===== config.mk =====
export PLATFORM = sky130hd
export DESIGN_NAME = vdp_layer_stage
export DESIGN_NICKNAME = d
export VERILOG_FILES = /design/src/common/vdp_layer_pkg.sv /design/src/common/vdp_pixel_pkg.sv /design/src/layer/vdp_layer_stage.sv
export SDC_FILE = /design/constraint.sdc
export NUM_CORES = 1
export LEC_CHECK = 0
export BUFFER_PORTS_ARGS = -buffer_cell sky130_fd_sc_hd__buf_2
export CAP_MARGIN = 20
export CORE_AREA = 3 3 40 42
export DETAILED_ROUTE_END_ITERATION = 8
export DIE_AREA = 0 0 43 45
export SLEW_MARGIN = 20
export SYNTH_ARGS = -nofsm -noshare
export SYNTH_HDL_FRONTEND = slang
export SYNTH_SLANG_ARGS = --single-unit

===== constraint.sdc =====
create_clock -name clk -period 0.8 [get_ports clk]
set_input_delay 0.16 -clock clk [delete_from_list [all_inputs] [get_ports clk]]
set_output_delay 0.16 -clock clk [all_outputs]
set_load 0.01 [all_outputs]

===== src/common/vdp_layer_pkg.sv =====
/*
  Layer identities and priority widths for the compositing stage.
  Bits 0..3 of every mask are scroll layers 0..3 and bit 4 is sprites.
  A one-hot value of zero means no layer won, so the backdrop shows.
*/
`default_nettype none

package vdp_layer_pkg;

    localparam int num_scroll_layers = 4;
    localparam int layer_sprites = 4;
    localparam int num_layers = num_scroll_layers + 1;

    // sprite priority is compared against the scroll lane rank
    localparam int sprite_priority_width = 2;
    localparam int resolved_priority_width = sprite_priority_width + 1;

    typedef logic [num_layers-1:0] layer_mask_t;
    typedef logic [num_layers-1:0] layer_ohe_t;
    typedef logic [sprite_priority_width-1:0] sprite_priority_t;
    typedef logic [resolved_priority_width-1:0] resolved_priority_t;

    localparam layer_ohe_t layer_none_ohe = '0;
    localparam layer_ohe_t layer_sprites_ohe = layer_ohe_t'(1) << layer_sprites;

endpackage

`default_nettype wire


===== src/common/vdp_pixel_pkg.sv =====
/*
  Pixel payloads and colour types.
  An index is {bank[3:0], colour[3:0]}; colour 0 of any bank is transparent.
  Output colours are RGB565.
*/
`default_nettype none

package vdp_pixel_pkg;

    import vdp_layer_pkg::*;

    localparam int palette_depth = 256;

    typedef logic [7:0] color_index_t;
    typedef logic [15:0] rgb565_t;

    typedef struct packed {
        color_index_t pixel;
    } scroll_payload_t;

    // prio stands in for the sprite priority, "priority" being a keyword
    typedef struct packed {
        sprite_priority_t prio;
        color_index_t pixel;
    } sprite_payload_t;

endpackage

`default_nettype wire


===== src/layer/vdp_layer_stage.sv =====
/*
  One registered layer stage, shared by the scroll and sprite payloads.
  payload_t must be a packed struct with a color_index_t field named pixel.
  enable is treated as static, so it is sampled with the payload.
*/
`timescale 1ns/10ps
`default_nettype none

module vdp_layer_stage
    import vdp_pixel_pkg::*;
#(
    parameter type payload_t = scroll_payload_t
) (
    input  logic     clk,
    input  logic     rst_n,
    input  logic     in_valid,
    input  logic     enable,
    input  payload_t payload,
    output logic     out_valid,
    output payload_t out_payload,
    output logic     opaque
);

    logic is_visible;

    // colour 0 within a bank is the transparent entry
    assign is_visible = enable && (payload.pixel[3:0] != 4'h0);

    always_ff @(posedge clk) begin
        if (!rst_n) begin
            out_valid <= 1'b0;
            opaque <= 1'b0;
        end else begin
            out_valid <= in_valid;
            opaque <= is_visible;
        end
    end

    // payload is data only
    always_ff @(posedge clk) begin
        out_payload <= payload;
    end

endmodule

`default_nettype wire


-- Word level (Yosys, flattened, before mapping)
Cells that the tools add are included.
- reduce and logical (&&, ||, !) cells: 2
- operator list (kind ; count):
    4-bit nonzero test ; 1
    1-bit logical AND ; 1
- register bits: 10
- input port bits: 12
- output and inout port bits: 10

-- Logic depth before layout (Yosys ltp)
- word-level depth: 2
- gate-level depth with buffers: 2
- depth with buffers taken out: 2

-- Least setup slack after synthesis
Ideal clock, no wire load.
- path type: input -> register
- start: input port payload[1] in the netlist's numbering
- end: register opaque
- arrival time: 0.443 ns
- buffers on the path: 0
- stages on the path: 2
- setup slack: 0.238 ns
- cells stage by stage: nor4_2 -> nor2_1
- word-level cells in the longest chain between the ends: 2
- RTL lines (what ; line ; text):
    start: declaration ; vdp_layer_stage.sv:18 ; input payload_t payload,
    4-bit nonzero test ; vdp_layer_stage.sv:27 ; assign is_visible = enable && (payload.pixel[3:0] != 4'h0);
    1-bit logical AND ; vdp_layer_stage.sv:27 ;
    end signal: assignment ; vdp_layer_stage.sv:35 ; opaque <= is_visible;
    end: declaration ; vdp_layer_stage.sv:21 ; output logic opaque
Every way passes these cells.
A chain may end at the register's enable or synchronous reset.

-- Worst setup path in the final report
- start: register out_payload[3] in the netlist's numbering
- end: output port out_payload[3] in the netlist's numbering
- RTL lines (what ; line ; text):
    start: declaration ; vdp_layer_stage.sv:20 ; output payload_t out_payload,
    start signal: assignment ; vdp_layer_stage.sv:41 ; out_payload <= payload;
No word-level cell between the ends.

==> impl_metrics.toml <==
[layout]
final_layout_size_suffix_gt1_share_pct = 84.21
final_core_util_pct = 33.11
design_area_um2 = 425.4
n_antenna_cell = 0
instances_no_fill = 53
nets = 52
area_growth_pct = 87.85

[critical_path]
cpPeakStageDelay_ps = 310
worstSetupPathType = "reg -> out"
critPathArrivalTime_ps = 680
cpMaxStageDelayCell = "dfxtp_1"
path_delay_family = "flip-flops"
crit_path_start_kind = "register"
critPathCaptureType = "primary output"
cp_num_buf_inv = 1
crit_chain = "buf_2"
crit_fanout = 1
crit_required_ps = 640
critPathLaunch = "out_payload[3]"

[yosys]
synth_top_family_by_area = "simple AND/OR/NAND/NOR gates"
synth_compound_area_share_pct = 0
yosys.area_share.adder_pct = 0
syn_inst = 14
synth_nets = 26
yosysWarningCount = 0
avgSynthCellArea_um2 = 16.18
synth_xor_area_share_pct = 0
synth_cell_type_count = 5
synth_area_um2 = 226.5
ys_seq_area_share_pct = 88.40
yosys_register_bits = 10
yosys.area_share.simple_pct = 11.60
muxShareOfSynthArea_pct = 0

[timing]
rsz0062_at_grt = "yes"
max_freq_mhz = 1183
hold_ws_ps = 11.63
period_share_pct = 105.6
timing.final.ws_setup_ps = -44.98
min_period_ps = 845.0
finalHoldViolations = 0
setup_viol = 10
relSlewSlack_pct = 87.20
slew_violations = 0
tightest_slew_ps = 190.5

[route]
firstDrtPassIters = 2
drtAntennaViolNets = 0
wl_per_cell_um = 10.62
route.detailed.vias_per_inst = 3.415
wirelength_um = 563
drcViolationCount = 0
routed-via-count = 181
drt_iter0_markers = 1

[global_route]
grt_pass1_vias = 186
grtUsageMet3_pct = 4.382
grtUsageTotal_pct = 6.879
antenna_found_initial = 0
grt_max_degree = 6
grt_pass1_wl_um = 890
use_met1_pct = 9.360
overflow = 0
use_met2_pct = 6.287
busiest_layer = "met1"

[floorplanning]
std_cell_rows = 13
core_um2 = 1285
fp.dieW_um = 43
die-area_um2 = 1935
die_h_um = 45
boundaryPins = 22
start_util_pct = 17.62

[cts]
numCtsBuffers = 3
path_clk_slew_ps = 60
clock-sinks = 10
cts_setup_buffers = 0
root_buffer = "clkbuf_4"
cts_tree = "yes"
cts_max_path_buffers = 2
cts_hold_buffers = 0
cts.htree.levels = 1

[outcome]
outcome = "finished with violations"
violations = "negative setup slack"

[hold_path]
min_delay_worst_endpoint = "out_payload[4]"
whs_path_depth = 1
hold_path.class = "in -> reg"
min_from = "payload[4]"

[placement]
placed_area_um2 = 350.3
port_buffers = 21
place_congestion = 0.6769
dp.cells = 50
hpwl_um = 494.9

[power_and_ir_drop]
leakage_nw = 0.2045
peakVddDrop_mv = 0.8673
powerDensity_nw_per_um2 = 2226

[job]
maxCapViolCount = 0
==> flip-flops by register name (all words and copies together), names as in the netlist <==
signal / flops
out_valid: 1
opaque: 1
out_payload: 8
==> cell type report <==
type / count / area, um2
clock buffers: 3 / 22.52
fillers: 136 / 859.6
multi-input cells: 4 / 26.28
flip-flops and latches: 10 / 209.0
well taps: 15 / 18.77
repair buffers: 21 / 148.9
==> repair_timing <==
item,4_1_cts,5_1_grt
gates cloned,0,0
gates resized for setup,2,12
pin swaps,0,0
setup endpoints to repair,10,10
==> cell usage in the layout (no fill, tap or decap), drive strengths merged <==
cell type | netlist | final
nor2 | 1 | 1
dfxtp | 10 | 10
nand2 | 1 | 1
buf | 0 | 21
and2 | 1 | 1
nor4 | 1 | 1
clkbuf | 0 | 3
==> how the worst max path moves through the flow <==
stage | endpoint | cells after the start | slack [ps]
floorplan | opaque | 2 | 240
global placement | opaque | 3 | 120
detailed placement | opaque | 3 | 110
CTS | out_payload[3] | 1 | -60
global route | out_payload[3] | 1 | -60
finish | out_payload[3] | 1 | -40
==> synthesized netlist by cell type <==
master	instances	share of area, %
dfxtp_1	10	88
and2_1	1	2.8
nand2_1	1	1.7
nor2_1	1	1.7
nor4_2	1	5.5
==> per-stage QoR <==
stage / TNS [ps] / power (mW) / worst slack, ps
final: -335.6 / 0.9471 / -44.98
after global routing: -560.7 / 0.9845 / -64.98
after CTS: -488.8 / 0.9392 / -57.12
after detailed placement: 0 / 0.6228 / 107.3
after global placement: 0 / 0.6217 / 117.3
after floorplan: 0 / 0.5627 / 237.8
==> report_power, final <==
group	leakage (nW)	internal, mW	switching, mW
Clock	0.0138	0.172	0.137
Combinational	0.106	0.0606	0.0376
Sequential	0.0845	0.529	0.0111
Total	0.205	0.762	0.186
==> layer usage <==
metal	vias to the layer above	part of all wire, %	wire (um)
li1	93	-	-
met1	66	52	291
met2	22	28	155
met3	0	21	116
met4	0	0	0
met5	-	0	0
==> cell families after synthesis <==
family        Yosys count
flops                  10
simple gates            4
(Power assumes the default switching activity.)
