$ cat src/common/vdp_layer_pkg.sv
/*
  Layer identities and priority widths for the compositing stage.
  Bits 0..3 of every mask are scroll layers 0..3 and bit 4 is sprites.
  A one-hot value of zero means no layer won, so the backdrop shows.
*/
`default_nettype none

package vdp_layer_pkg;

    localparam int num_scroll_layers = 4;
    localparam int layer_sprites = 4;
    localparam int num_layers = num_scroll_layers + 1;

    // sprite priority is compared against the scroll lane rank
    localparam int sprite_priority_width = 2;
    localparam int resolved_priority_width = sprite_priority_width + 1;

    typedef logic [num_layers-1:0] layer_mask_t;
    typedef logic [num_layers-1:0] layer_ohe_t;
    typedef logic [sprite_priority_width-1:0] sprite_priority_t;
    typedef logic [resolved_priority_width-1:0] resolved_priority_t;

    localparam layer_ohe_t layer_none_ohe = '0;
    localparam layer_ohe_t layer_sprites_ohe = layer_ohe_t'(1) << layer_sprites;

endpackage

`default_nettype wire

$ cat src/common/vdp_pixel_pkg.sv
/*
  Pixel payloads and colour types.
  An index is {bank[3:0], colour[3:0]}; colour 0 of any bank is transparent.
  Output colours are RGB565.
*/
`default_nettype none

package vdp_pixel_pkg;

    import vdp_layer_pkg::*;

    localparam int palette_depth = 256;

    typedef logic [7:0] color_index_t;
    typedef logic [15:0] rgb565_t;

    typedef struct packed {
        color_index_t pixel;
    } scroll_payload_t;

    // prio stands in for the sprite priority, "priority" being a keyword
    typedef struct packed {
        sprite_priority_t prio;
        color_index_t pixel;
    } sprite_payload_t;

endpackage

`default_nettype wire

$ cat src/compositor/vdp_layer_priority_select.sv
/*
  Picks the topmost opaque layer among four scroll layers and sprites.
  Scroll layer n scores 2*(3-n); sprites score 2*prio+1, so ties never occur.
  Winner, pixel and priority are combinational from this stage's registers.
  With nothing opaque the result is layer 0, priority 0 and index 0.
*/
`timescale 1ns/10ps
`default_nettype none

module vdp_layer_priority_select
    import vdp_layer_pkg::*;
    import vdp_pixel_pkg::*;
(
    input  logic               clk,
    input  logic               rst_n,
    input  logic               in_valid,
    input  layer_mask_t        opaque_mask,
    input  color_index_t       scroll_pixel [num_scroll_layers],
    input  sprite_priority_t   sprite_priority,
    input  color_index_t       sprite_pixel,
    output logic               out_valid,
    output layer_ohe_t         prioritized_layer,
    output color_index_t       prioritized_pixel,
    output resolved_priority_t resolved_priority
);

    color_index_t     scroll_pixel_r [num_scroll_layers];
    color_index_t     sprite_pixel_r;
    sprite_priority_t sprite_priority_r;
    layer_mask_t      opaque_mask_r;

    // scroll decision made while the inputs are registered
    sprite_priority_t scroll_rank;
    layer_ohe_t       scroll_ohe;

    resolved_priority_t scroll_score;
    resolved_priority_t sprite_score;

    always_ff @(posedge clk) begin
        scroll_pixel_r <= scroll_pixel;
        sprite_pixel_r <= sprite_pixel;
        sprite_priority_r <= sprite_priority;
    end

    always_ff @(posedge clk) begin
        if (!rst_n) begin
            out_valid <= 1'b0;
            opaque_mask_r <= '0;
            scroll_rank <= '0;
            scroll_ohe <= layer_none_ohe;
        end else begin
            out_valid <= in_valid;
            opaque_mask_r <= opaque_mask;
            scroll_rank <= '0;
            scroll_ohe <= layer_none_ohe;
            // walk downwards so the lowest-numbered opaque lane is assigned last
            for (int n = num_scroll_layers - 1; n >= 0; n--) begin
                if (opaque_mask[n]) begin
                    scroll_rank <= sprite_priority_t'(num_scroll_layers - 1 - n);
                    scroll_ohe <= layer_ohe_t'(1) << n;
                end
            end
        end
    end

    assign scroll_score = {scroll_rank, 1'b0};
    assign sprite_score = {sprite_priority_r, 1'b1};

    always_comb begin
        if (opaque_mask_r[layer_sprites] && (sprite_score > scroll_score)) begin
            prioritized_layer = layer_sprites_ohe;
            resolved_priority = sprite_score;
        end else if (|opaque_mask_r[num_scroll_layers-1:0]) begin
            prioritized_layer = scroll_ohe;
            resolved_priority = scroll_score;
        end else begin
            prioritized_layer = layer_none_ohe;
            resolved_priority = '0;
        end
    end

    // one-hot winner, so the lanes never overlap; falls back to backdrop index 0
    always_comb begin
        prioritized_pixel = '0;
        if (prioritized_layer[layer_sprites]) begin
            prioritized_pixel = sprite_pixel_r;
        end
        for (int n = 0; n < num_scroll_layers; n++) begin
            if (prioritized_layer[n]) begin
                prioritized_pixel = scroll_pixel_r[n];
            end
        end
    end

endmodule

`default_nettype wire

$ cat config.mk
export PLATFORM = sky130hd
export DESIGN_NAME = vdp_layer_priority_select
export DESIGN_NICKNAME = d
export VERILOG_FILES = /design/src/common/vdp_layer_pkg.sv /design/src/common/vdp_pixel_pkg.sv /design/src/compositor/vdp_layer_priority_select.sv
export SDC_FILE = /design/constraint.sdc
export NUM_CORES = 1
export LEC_CHECK = 0
export BUFFER_PORTS_ARGS = -buffer_cell sky130_fd_sc_hd__buf_2
export CORE_UTILIZATION = 42
export DETAILED_ROUTE_END_ITERATION = 10
export GPL_TIMING_DRIVEN = 0
export HOLD_SLACK_MARGIN = 0.05
export PLACE_DENSITY = 0.76
export SKIP_CTS_REPAIR_TIMING = 1
export SKIP_LAST_GASP = 1
export SYNTH_ARGS = -nofsm -noshare
export SYNTH_HDL_FRONTEND = slang
export SYNTH_SLANG_ARGS = --single-unit
$ cat constraint.sdc
create_clock -name clk -period 2 [get_ports clk]
set_clock_uncertainty 0.2 [all_clocks]
set_input_delay 0.4 -clock clk [delete_from_list [all_inputs] [get_ports clk]]
set_output_delay 0.4 -clock clk [all_outputs]
set_load 0.05 [all_outputs]
# Yosys cells after proc, flatten, opt, wreduce, memory -nomap -nowiden
# Index checks and enable logic that the tools add are counted.
[totals]
register_bits = 54
input_bits = 50
out_inout_bits = 17
wordCells = 36
[classes]
n_lt_le_gt_ge = 1
muxes = 16
bitwise_logic = 1
n_reduce_logical = 5
[op_table]
columns = ["operator", "n"]
rows = [
  ["$mux 8", 5],
  ["$mux 3", 3],
  ["$mux 4", 2],
  ["$reduce_or 4->1", 2],
  ["$mux 2", 3],
  ["$mux 5", 1],
  ["$gt 3x3->1", 1],
  ["$reduce_or 3->1", 1],
  ["$mux 1", 2],
  ["$reduce_or 2->1", 1],
  ["$logic_and 1x1->1", 1],
  ["$not 1->1", 1],
]

# Logic depth before layout (Yosys ltp)
# Gate-level depths: netlist (run 1).
[depth]
ltp_word = 8
depth_mapped = 8
depth_no_buf = 5

# Worst setup path before layout (run 1)
# Ideal clock, no wire load.
[synth_timing]
path_kind = "reg-to-output"
startpoint = "reg scroll_rank[1]"
endpoint = "out resolved_priority[2]"
arrival_time_ps = 2509
t_required_ps = 1400
path_slack_ps = -1109
stages_incl_launch_ff = 9
cell_sequence = "dfxtp_1 inv_1 ha_1 a21o_1 buf_6 and2_4 buf_6 buf_8 o31ai_1"
[synth_between]
elab_chain_cells = 3
word_cells_on_any_way = 4
cone_classes = "1 x order compare; 2 x mux; 1 x reduce/logical"
[synth_rtl]
columns = ["item", "line_no", "source"]
rows = [
  ["start: declaration", "vdp_layer_priority_select.sv:33", "sprite_priority_t scroll_rank;"],
  ["start signal: assignment", "vdp_layer_priority_select.sv:59", "scroll_rank <= sprite_priority_t'(num_scroll_layers - 1 - n);"],
  ["$gt 3x3->1", "vdp_layer_priority_select.sv:70", "if (opaque_mask_r[layer_sprites] && (sprite_score > scroll_score)) begin"],
  ["$logic_and 1x1->1", "vdp_layer_priority_select.sv:70", ""],
  ["$mux 3 (*)", "vdp_layer_priority_select.sv:70", ""],
  ["end: declaration", "vdp_layer_priority_select.sv:24", "output resolved_priority_t resolved_priority"],
]
# Every way passes the cells marked *; elsewhere a longest branch is shown, timed or not.

# Final worst setup path (run 1)
[layout_timing]
startpoint = "reg opaque_mask_r[0]"
endpoint = "out prioritized_pixel[1]"
[layout_between]
elab_chain_cells = 7
[layout_rtl]
columns = ["item", "line_no", "source"]
rows = [
  ["start: declaration", "vdp_layer_priority_select.sv:30", "layer_mask_t opaque_mask_r;"],
  ["start signal: assignment", "vdp_layer_priority_select.sv:53", "opaque_mask_r <= opaque_mask;"],
  ["$reduce_or 4->1 (*)", "vdp_layer_priority_select.sv:73", "end else if (|opaque_mask_r[num_scroll_layers-1:0]) begin"],
  ["$mux 4 (*)", "vdp_layer_priority_select.sv:73", ""],
  ["$mux 5 (*)", "vdp_layer_priority_select.sv:70", ""],
  ["$mux 8 (3 in series)", "vdp_layer_priority_select.sv:89", "if (prioritized_layer[n]) begin"],
  ["$mux 8 (*)", "vdp_layer_priority_select.sv:89", ""],
  ["end: declaration", "vdp_layer_priority_select.sv:23", "output color_index_t prioritized_pixel,"],
]
# Marks and branches as above.

==> results of run 1 <==
## synth_stat cells, drive strengths merged
master / number
nor4: 1
nor3: 1
clkbuf: 5
nor3b: 2
or3: 1
o31ai: 1
nor2b: 5
a22oi: 5
nor2: 2
a2bb2oi: 3
a32oi: 5
nor4b: 1
dfxtp: 53
and2: 4
mux2: 10
a21oi: 10
nand2: 6
nand3: 4
ha: 1
a21o: 2
a221o: 3
o32ai: 5
or4: 1
buf: 8
o21ai: 4
and2b: 1
nand2b: 1
inv: 4
## flip-flops by register name, indices dropped and copies added (netlist names)
signal / flops
opaque_mask_r: 5
out_valid: 1
scroll_ohe: 3
scroll_pixel_r: 32
scroll_rank: 2
sprite_pixel_r: 8
sprite_priority_r: 2
## per-layer routing
metal  up-vias  GRT usage (%)  part of all wire [%]
li1        779              -                     -
met1       756           20.6                    41
met2        57           30.5                    53
met3        10           5.31                   4.3
met4         0           7.18                   1.6
met5         -              0                     0
## power groups by stage
stage / registers [mW] / clock network [mW] / logic [mW]
after floorplan: 1.15 / 0 / 0.240
after global placement: 1.15 / 0 / 0.337
after detailed placement: 1.16 / 0 / 0.340
after CTS: 1.13 / 0.595 / 0.341
after global routing: 1.14 / 0.639 / 0.539
final: 1.14 / 0.580 / 0.512
## cells in the final DEF (no fill, tap or decap), types with 2 or more instances in the layout
master	Yosys	routed
a2bb2oi_1	3	3
a32oi_1	5	5
clkbuf_8	0	6
inv_1	4	3
o21ai_0	4	4
and2_1	3	3
nor2b_1	5	4
mux2_2	10	5
nand3_1	4	4
buf_2	2	51
a21oi_1	10	10
dlygate4sd3_1	0	42
dfxtp_1	53	50
nand2_1	6	6
o32ai_1	5	5
dfxtp_2	0	3
buf_4	2	8
buf_6	3	11
nor3b_4	0	2
mux2_4	0	5
a221o_2	0	3
buf_12	0	2
clkbuf_1	5	3
a22oi_1	5	5
buf_8	1	10
## through the flow
stage / instances / setup slack, ns / utilization, % / total power, mW
after floorplan: 149 / -0.378 / - / 1.39
after detailed placement: 265 / -0.488 / 55.1 / 1.50
after CTS: 272 / -0.812 / 57.2 / 2.07
final: 320 / -0.646 / 74.4 / 2.23
after global placement: 265 / -0.475 / 55.1 / 1.49
after global routing: 320 / -0.723 / 74.4 / 2.32
## kinds of logic (layout without fill, tap and decap cells)
kind of cell               after synthesis  after routing
adders and majority gates                1              1
muxes                                   10             10
and+or+nand+nor                         30             30
DFF                                     53             53
AOI/OAI and AO/OA                       38             38
buffers and inverters                   17            138
## worst max-delay path, stage by stage (launching register included)
cell,delay (ns)
dfxtp_1,0.31
buf_6,0.14
or4_4,0.52
buf_6,0.15
nand3_1,0.10
a21oi_1,0.06
a221o_2,0.32
buf_6,0.16
## how the worst max path moves through the flow
stage / start / to / slack (ns) / cells after the start
floorplan: scroll_rank[1] / prioritized_layer[1] / -0.38 / 8
global placement: sprite_priority_r[1] / prioritized_pixel[5] / -0.47 / 8
detailed placement: sprite_priority_r[1] / prioritized_pixel[5] / -0.49 / 8
CTS: sprite_priority_r[1] / prioritized_pixel[1] / -0.81 / 8
global route: opaque_mask_r[0] / prioritized_pixel[1] / -0.72 / 7
finish: opaque_mask_r[0] / prioritized_pixel[1] / -0.65 / 7
## layout make-up
cell class / instances / area, µm²
flip-flops and latches: 53 / 1060
fillers: 252 / 1020
repair buffers: 117 / 976
plain buffers: 10 / 86.3
inverters: 4 / 15.0
well taps: 50 / 62.6
clock buffers: 7 / 86.3
multi-input cells: 79 / 686
==> metrics, run 1 <==
number of synthesized register bits 53; Clock Path Buffers 2; Fin. Hold Viols 0; PD cells roughly 750 mW/mm²; Clk Tree Root Cell clkbuf_8; Req. time, crit path about 1.4 ns; gpl congestion approximately 0.74; post-route ant nets 0; RSZ-0062 raised after global routing true; initial antenna violation count 0; synthesis warning total 0; setup TNS -8.61 ns; Hold EP scroll_ohe[3]; complex-gate fraction of the synthesized area 15.7%; total track usage 17.8%; Ports 67; NetSw approximately 0.57 mW; vias per inst between 5 and 6; share of layout cells above drive strength 1 43.7%; CTS tree built; Die Ht ~67 µm; outcome complete, but fails checks; leakage power roughly 1.3 nW; post-synthesis adder-cell area fraction 0.716%; Worst Tran Pin Value 0.479 ns; Seq/Total Area, Yosys between 60% and 70%; Avg Inst Size Synth 11.7 µm²; setup ws final -0.646 ns; failing checks setup timing; Synth Area in Simple Gates about a tenth; WL/cell 15.2 µm; Clock Sinks 53; Initial Util 43.7%; sequential group share of total power roughly half; Iteration-0 DRC Markers just over 50; n_diodes 0; DR DRC count 0; Finish-stage setup viols 16; kind of critical path reg -> out; Clock transition at path regs roughly 0.080 ns; Distinct cells, synth 33; Mapped Area 0.00175 mm²; Post-Route WL 4.85 mm; crit path launch type register; Sw Share approximately a quarter; peak supply drop between 0.4 and 0.5 mV; largest family of logic cells by synthesized area compound AO/OA/AOI/OAI gates; full die area 0.00442 mm²; Synth Instances around 150; Synth Area in XOR/XNOR 0%; die width 66.5 µm; Mapped Nets 200; period utilization 132%; Final min period between 2 and 3 ns; Clk network pwr share about a quarter; Hold Path Class in -> reg; crit path max fanout 9; DP Area between 0.002 and 0.0025 mm²; H-tree Lvls 2; fin area just under 0.003 mm²; first-pass GRT wire length about 5.6 mm; routed vias 1602; Slew Viols, Final 0; mux cell area share after synthesis 6.44%; PortBufs 66; largest net degree at the start of global routing 15; WP data arrival approximately 2.1 ns; Max Clk Rate approximately 0.38 GHz; Remaining Overflow, GRT 0; drt first pass iters 4; final hold slack between 0.08 and 0.09 ns; vias in the first global route around 1300; Slew HR between 60 and 70%; Area growth syn-to-layout 70.3%; post-synth top area cell dfxtp_1; Internal approximately 1.7 mW; CP endpoint kind output port; Combinational Power Share between 20 and 25%; HP Start opaque_mask[2]; CTS buffer count 5; Core Area 0.00400 mm²; Final #Nets 321; worst hold path depth 2; row count 23; area share of the largest cell type after synthesis 60.7%; Synth area leaders dfxtp_1 61%, mux2_2 6.4%, a21oi_1 2.9%; hpwl dp roughly 2.6 mm; Max Cap Viol 0
Note: power is estimated with default switching activity, not from simulation.
==> run 2: changes to the inputs <==
--- a/config.mk
+++ b/config.mk
@@ -10,9 +10,10 @@
 export DETAILED_ROUTE_END_ITERATION = 10
 export GPL_TIMING_DRIVEN = 0
 export HOLD_SLACK_MARGIN = 0.05
-export PLACE_DENSITY = 0.76
+export PLACE_DENSITY = 0.73
 export SKIP_CTS_REPAIR_TIMING = 1
 export SKIP_LAST_GASP = 1
+export SLEW_MARGIN = 20
 export SYNTH_ARGS = -nofsm -noshare
 export SYNTH_HDL_FRONTEND = slang
 export SYNTH_SLANG_ARGS = --single-unit
==> metrics, run 2 (synthesized netlist as in run 1, its figures left out) <==
outcome complete, but fails checks (unchanged); failing checks setup timing (unchanged); Final #Nets 323 (was 321); Pwr Total 2.28 mW (was 2.23 mW); crit path max fanout 7 (was 9); slowest stage delay, CP 0.40 ns (was 0.52 ns); n_diodes 0 (unchanged); biggest regs scroll_pixel_r: 32 flops, sprite_pixel_r: 8 flops, opaque_mask_r: 5 flops (unchanged); die width 66.5 µm (unchanged); Remaining Overflow, GRT 0 (unchanged); leakage power 1.31 nW (about the same); vias per inst 5.07 (was 5.01); Fin. Hold Viols 0 (unchanged); Area growth syn-to-layout 69.2% (was 70.3%); Max Clk Rate 0.374 GHz (was 0.378 GHz); Clock Sinks 53 (unchanged); routed vias 1636 (was 1602); WP data arrival 2.07 ns (was 2.05 ns); Clock transition at path regs 0.10 ns (was 0.08 ns); Finish-stage setup viols 16 (unchanged); PD cells 771 mW/mm² (was 749 mW/mm²); CTS buffer count 5 (unchanged); Req. time, crit path 1.40 ns (about the same); period utilization 134% (was 132%); vias in the first global route 1310 (was 1250); Max Cap Viol 0 (unchanged); drt first pass iters 4 (unchanged); row count 23 (unchanged); Slew Viols, Final 0 (unchanged); Worst Tran Pin Value 0.465 ns (was 0.479 ns); max FFs per register 32 (unchanged); peak supply drop 0.593 mV (was 0.490 mV); gpl congestion 0.735 (was 0.738); Clk Tree Root Cell clkbuf_8 (unchanged); hpwl dp 2.65 mm (about the same); area of the multi-input gates 668 µm² (was 686 µm²); PortBufs 66 (unchanged); setup ws final -0.671 ns (was -0.646 ns); commonest non-fill, non-tap cell in the layout buf_2 (unchanged); Clock Path Buffers 2 (unchanged); Initial Util 43.7% (unchanged); RSZ-0062 raised after global routing true (unchanged); WL/cell 15.1 µm (was 15.2 µm); first-pass GRT wire length 5.87 mm (was 5.58 mm); Most flops, register scroll_pixel_r (unchanged); CP endpoint kind output port (unchanged); Layout fillers 260 (was 252); Ports 67 (unchanged); crit path launch type register (unchanged); post-route ant nets 0 (unchanged); initial antenna violation count 0 (unchanged); Core Area 0.00400 mm² (unchanged); Die Ht 66.5 µm (unchanged); Critical-path top delay cell a221o_2 (was or4_4); kind of critical path reg -> out (unchanged); Iteration-0 DRC Markers 101 (was 51); share of layout cells above drive strength 1 44.0% (was 43.7%); largest net degree at the start of global routing 20 (was 15); Buf/Inv on CP 4 (was 3); Register Area 0.00107 mm² (was 0.00106 mm²); CTS tree built (unchanged); most frequent cells in the layout 51 x buf_2, 49 x dfxtp_1, 43 x dlygate4sd3_1, 13 x buf_6 (was 51 x buf_2, 50 x dfxtp_1, 42 x dlygate4sd3_1, 11 x buf_6); Post-Route WL 4.87 mm (was 4.85 mm); total track usage 18.3% (was 17.8%); Hold Path Class in -> reg (unchanged); DR DRC count 0 (unchanged); Final min period 2.67 ns (was 2.65 ns); worst-path cell chain inv_2 > ha_4 > a21o_1 > buf_6 > and2_4 > buf_12 > a221o_2 > buf_8 (was buf_6 > or4_4 > buf_6 > nand3_1 > a21oi_1 > a221o_2 > buf_6); Slew HR 69.0% (was 68.1%); full die area 0.00442 mm² (unchanged); final hold slack 0.0823 ns (was 0.0841 ns); H-tree Lvls 2 (unchanged); CP top delay family compound AO/OA/AOI/OAI gates (was simple AND/OR/NAND/NOR gates)
[run 2: cell count changes in the layout (fill, tap and decap cells not counted), moves of 2 or more]
cell,change
mux2_2,+4
mux2_4,-4
buf_8,-3
buf_4,+2
buf_6,+2
[run 2: path summary, 6_finish.rpt]
check                          start                   end  slack, ns  cells past startpoint
worst min-delay path  opaque_mask[0]         scroll_ohe[1]       0.08                      2
worst max-delay path  scroll_rank[1]  prioritized_pixel[1]      -0.67                      8
[run 2: final cells by class]
cell class              instances  share of cell area [%]
flip-flops and latches         53                    36.0
clock inverters                 3                   0.973
clock buffers                   5                    2.33
multi-input cells              79                    22.6
repair buffers                120                    33.0
well taps                      50                    2.12
plain buffers                   9                    2.50
inverters                       4                   0.508
[run 2: layer usage]
| metal | routed length [µm] | vias to the layer above | global-route usage [%] |
|---|---|---|---|
| li1 | - | 777 | - |
| met1 | 1880 | 777 | 22.0 |
| met2 | 2560 | 65 | 28.6 |
| met3 | 268 | 17 | 7.02 |
| met4 | 160 | 0 | 8.78 |
| met5 | 0 | - | 0 |
[run 2: per-stage QoR]
stage | setup slack (ns) | cell area, µm² | TNS [ns] | instances | utilization, %
2_1_floorplan | -0.378 | 1810 | -3.71 | 149 | -
3_3_place_gp | -0.485 | 2200 | -5.26 | 265 | 55.1
3_5_place_dp | -0.493 | 2200 | -5.42 | 265 | 55.1
4_1_cts | -0.845 | 2300 | -11.08 | 273 | 57.5
5_1_grt | -0.718 | 2960 | -9.94 | 323 | 73.9
6_report | -0.671 | 2960 | -9.04 | 323 | 73.9
[run 2: report_power, final]
part / switching (mW) / internal [mW]
Combinational: 0.234 / 0.260
Sequential: 0.0286 / 1.11
Clock: 0.381 / 0.262
Total: 0.644 / 1.63
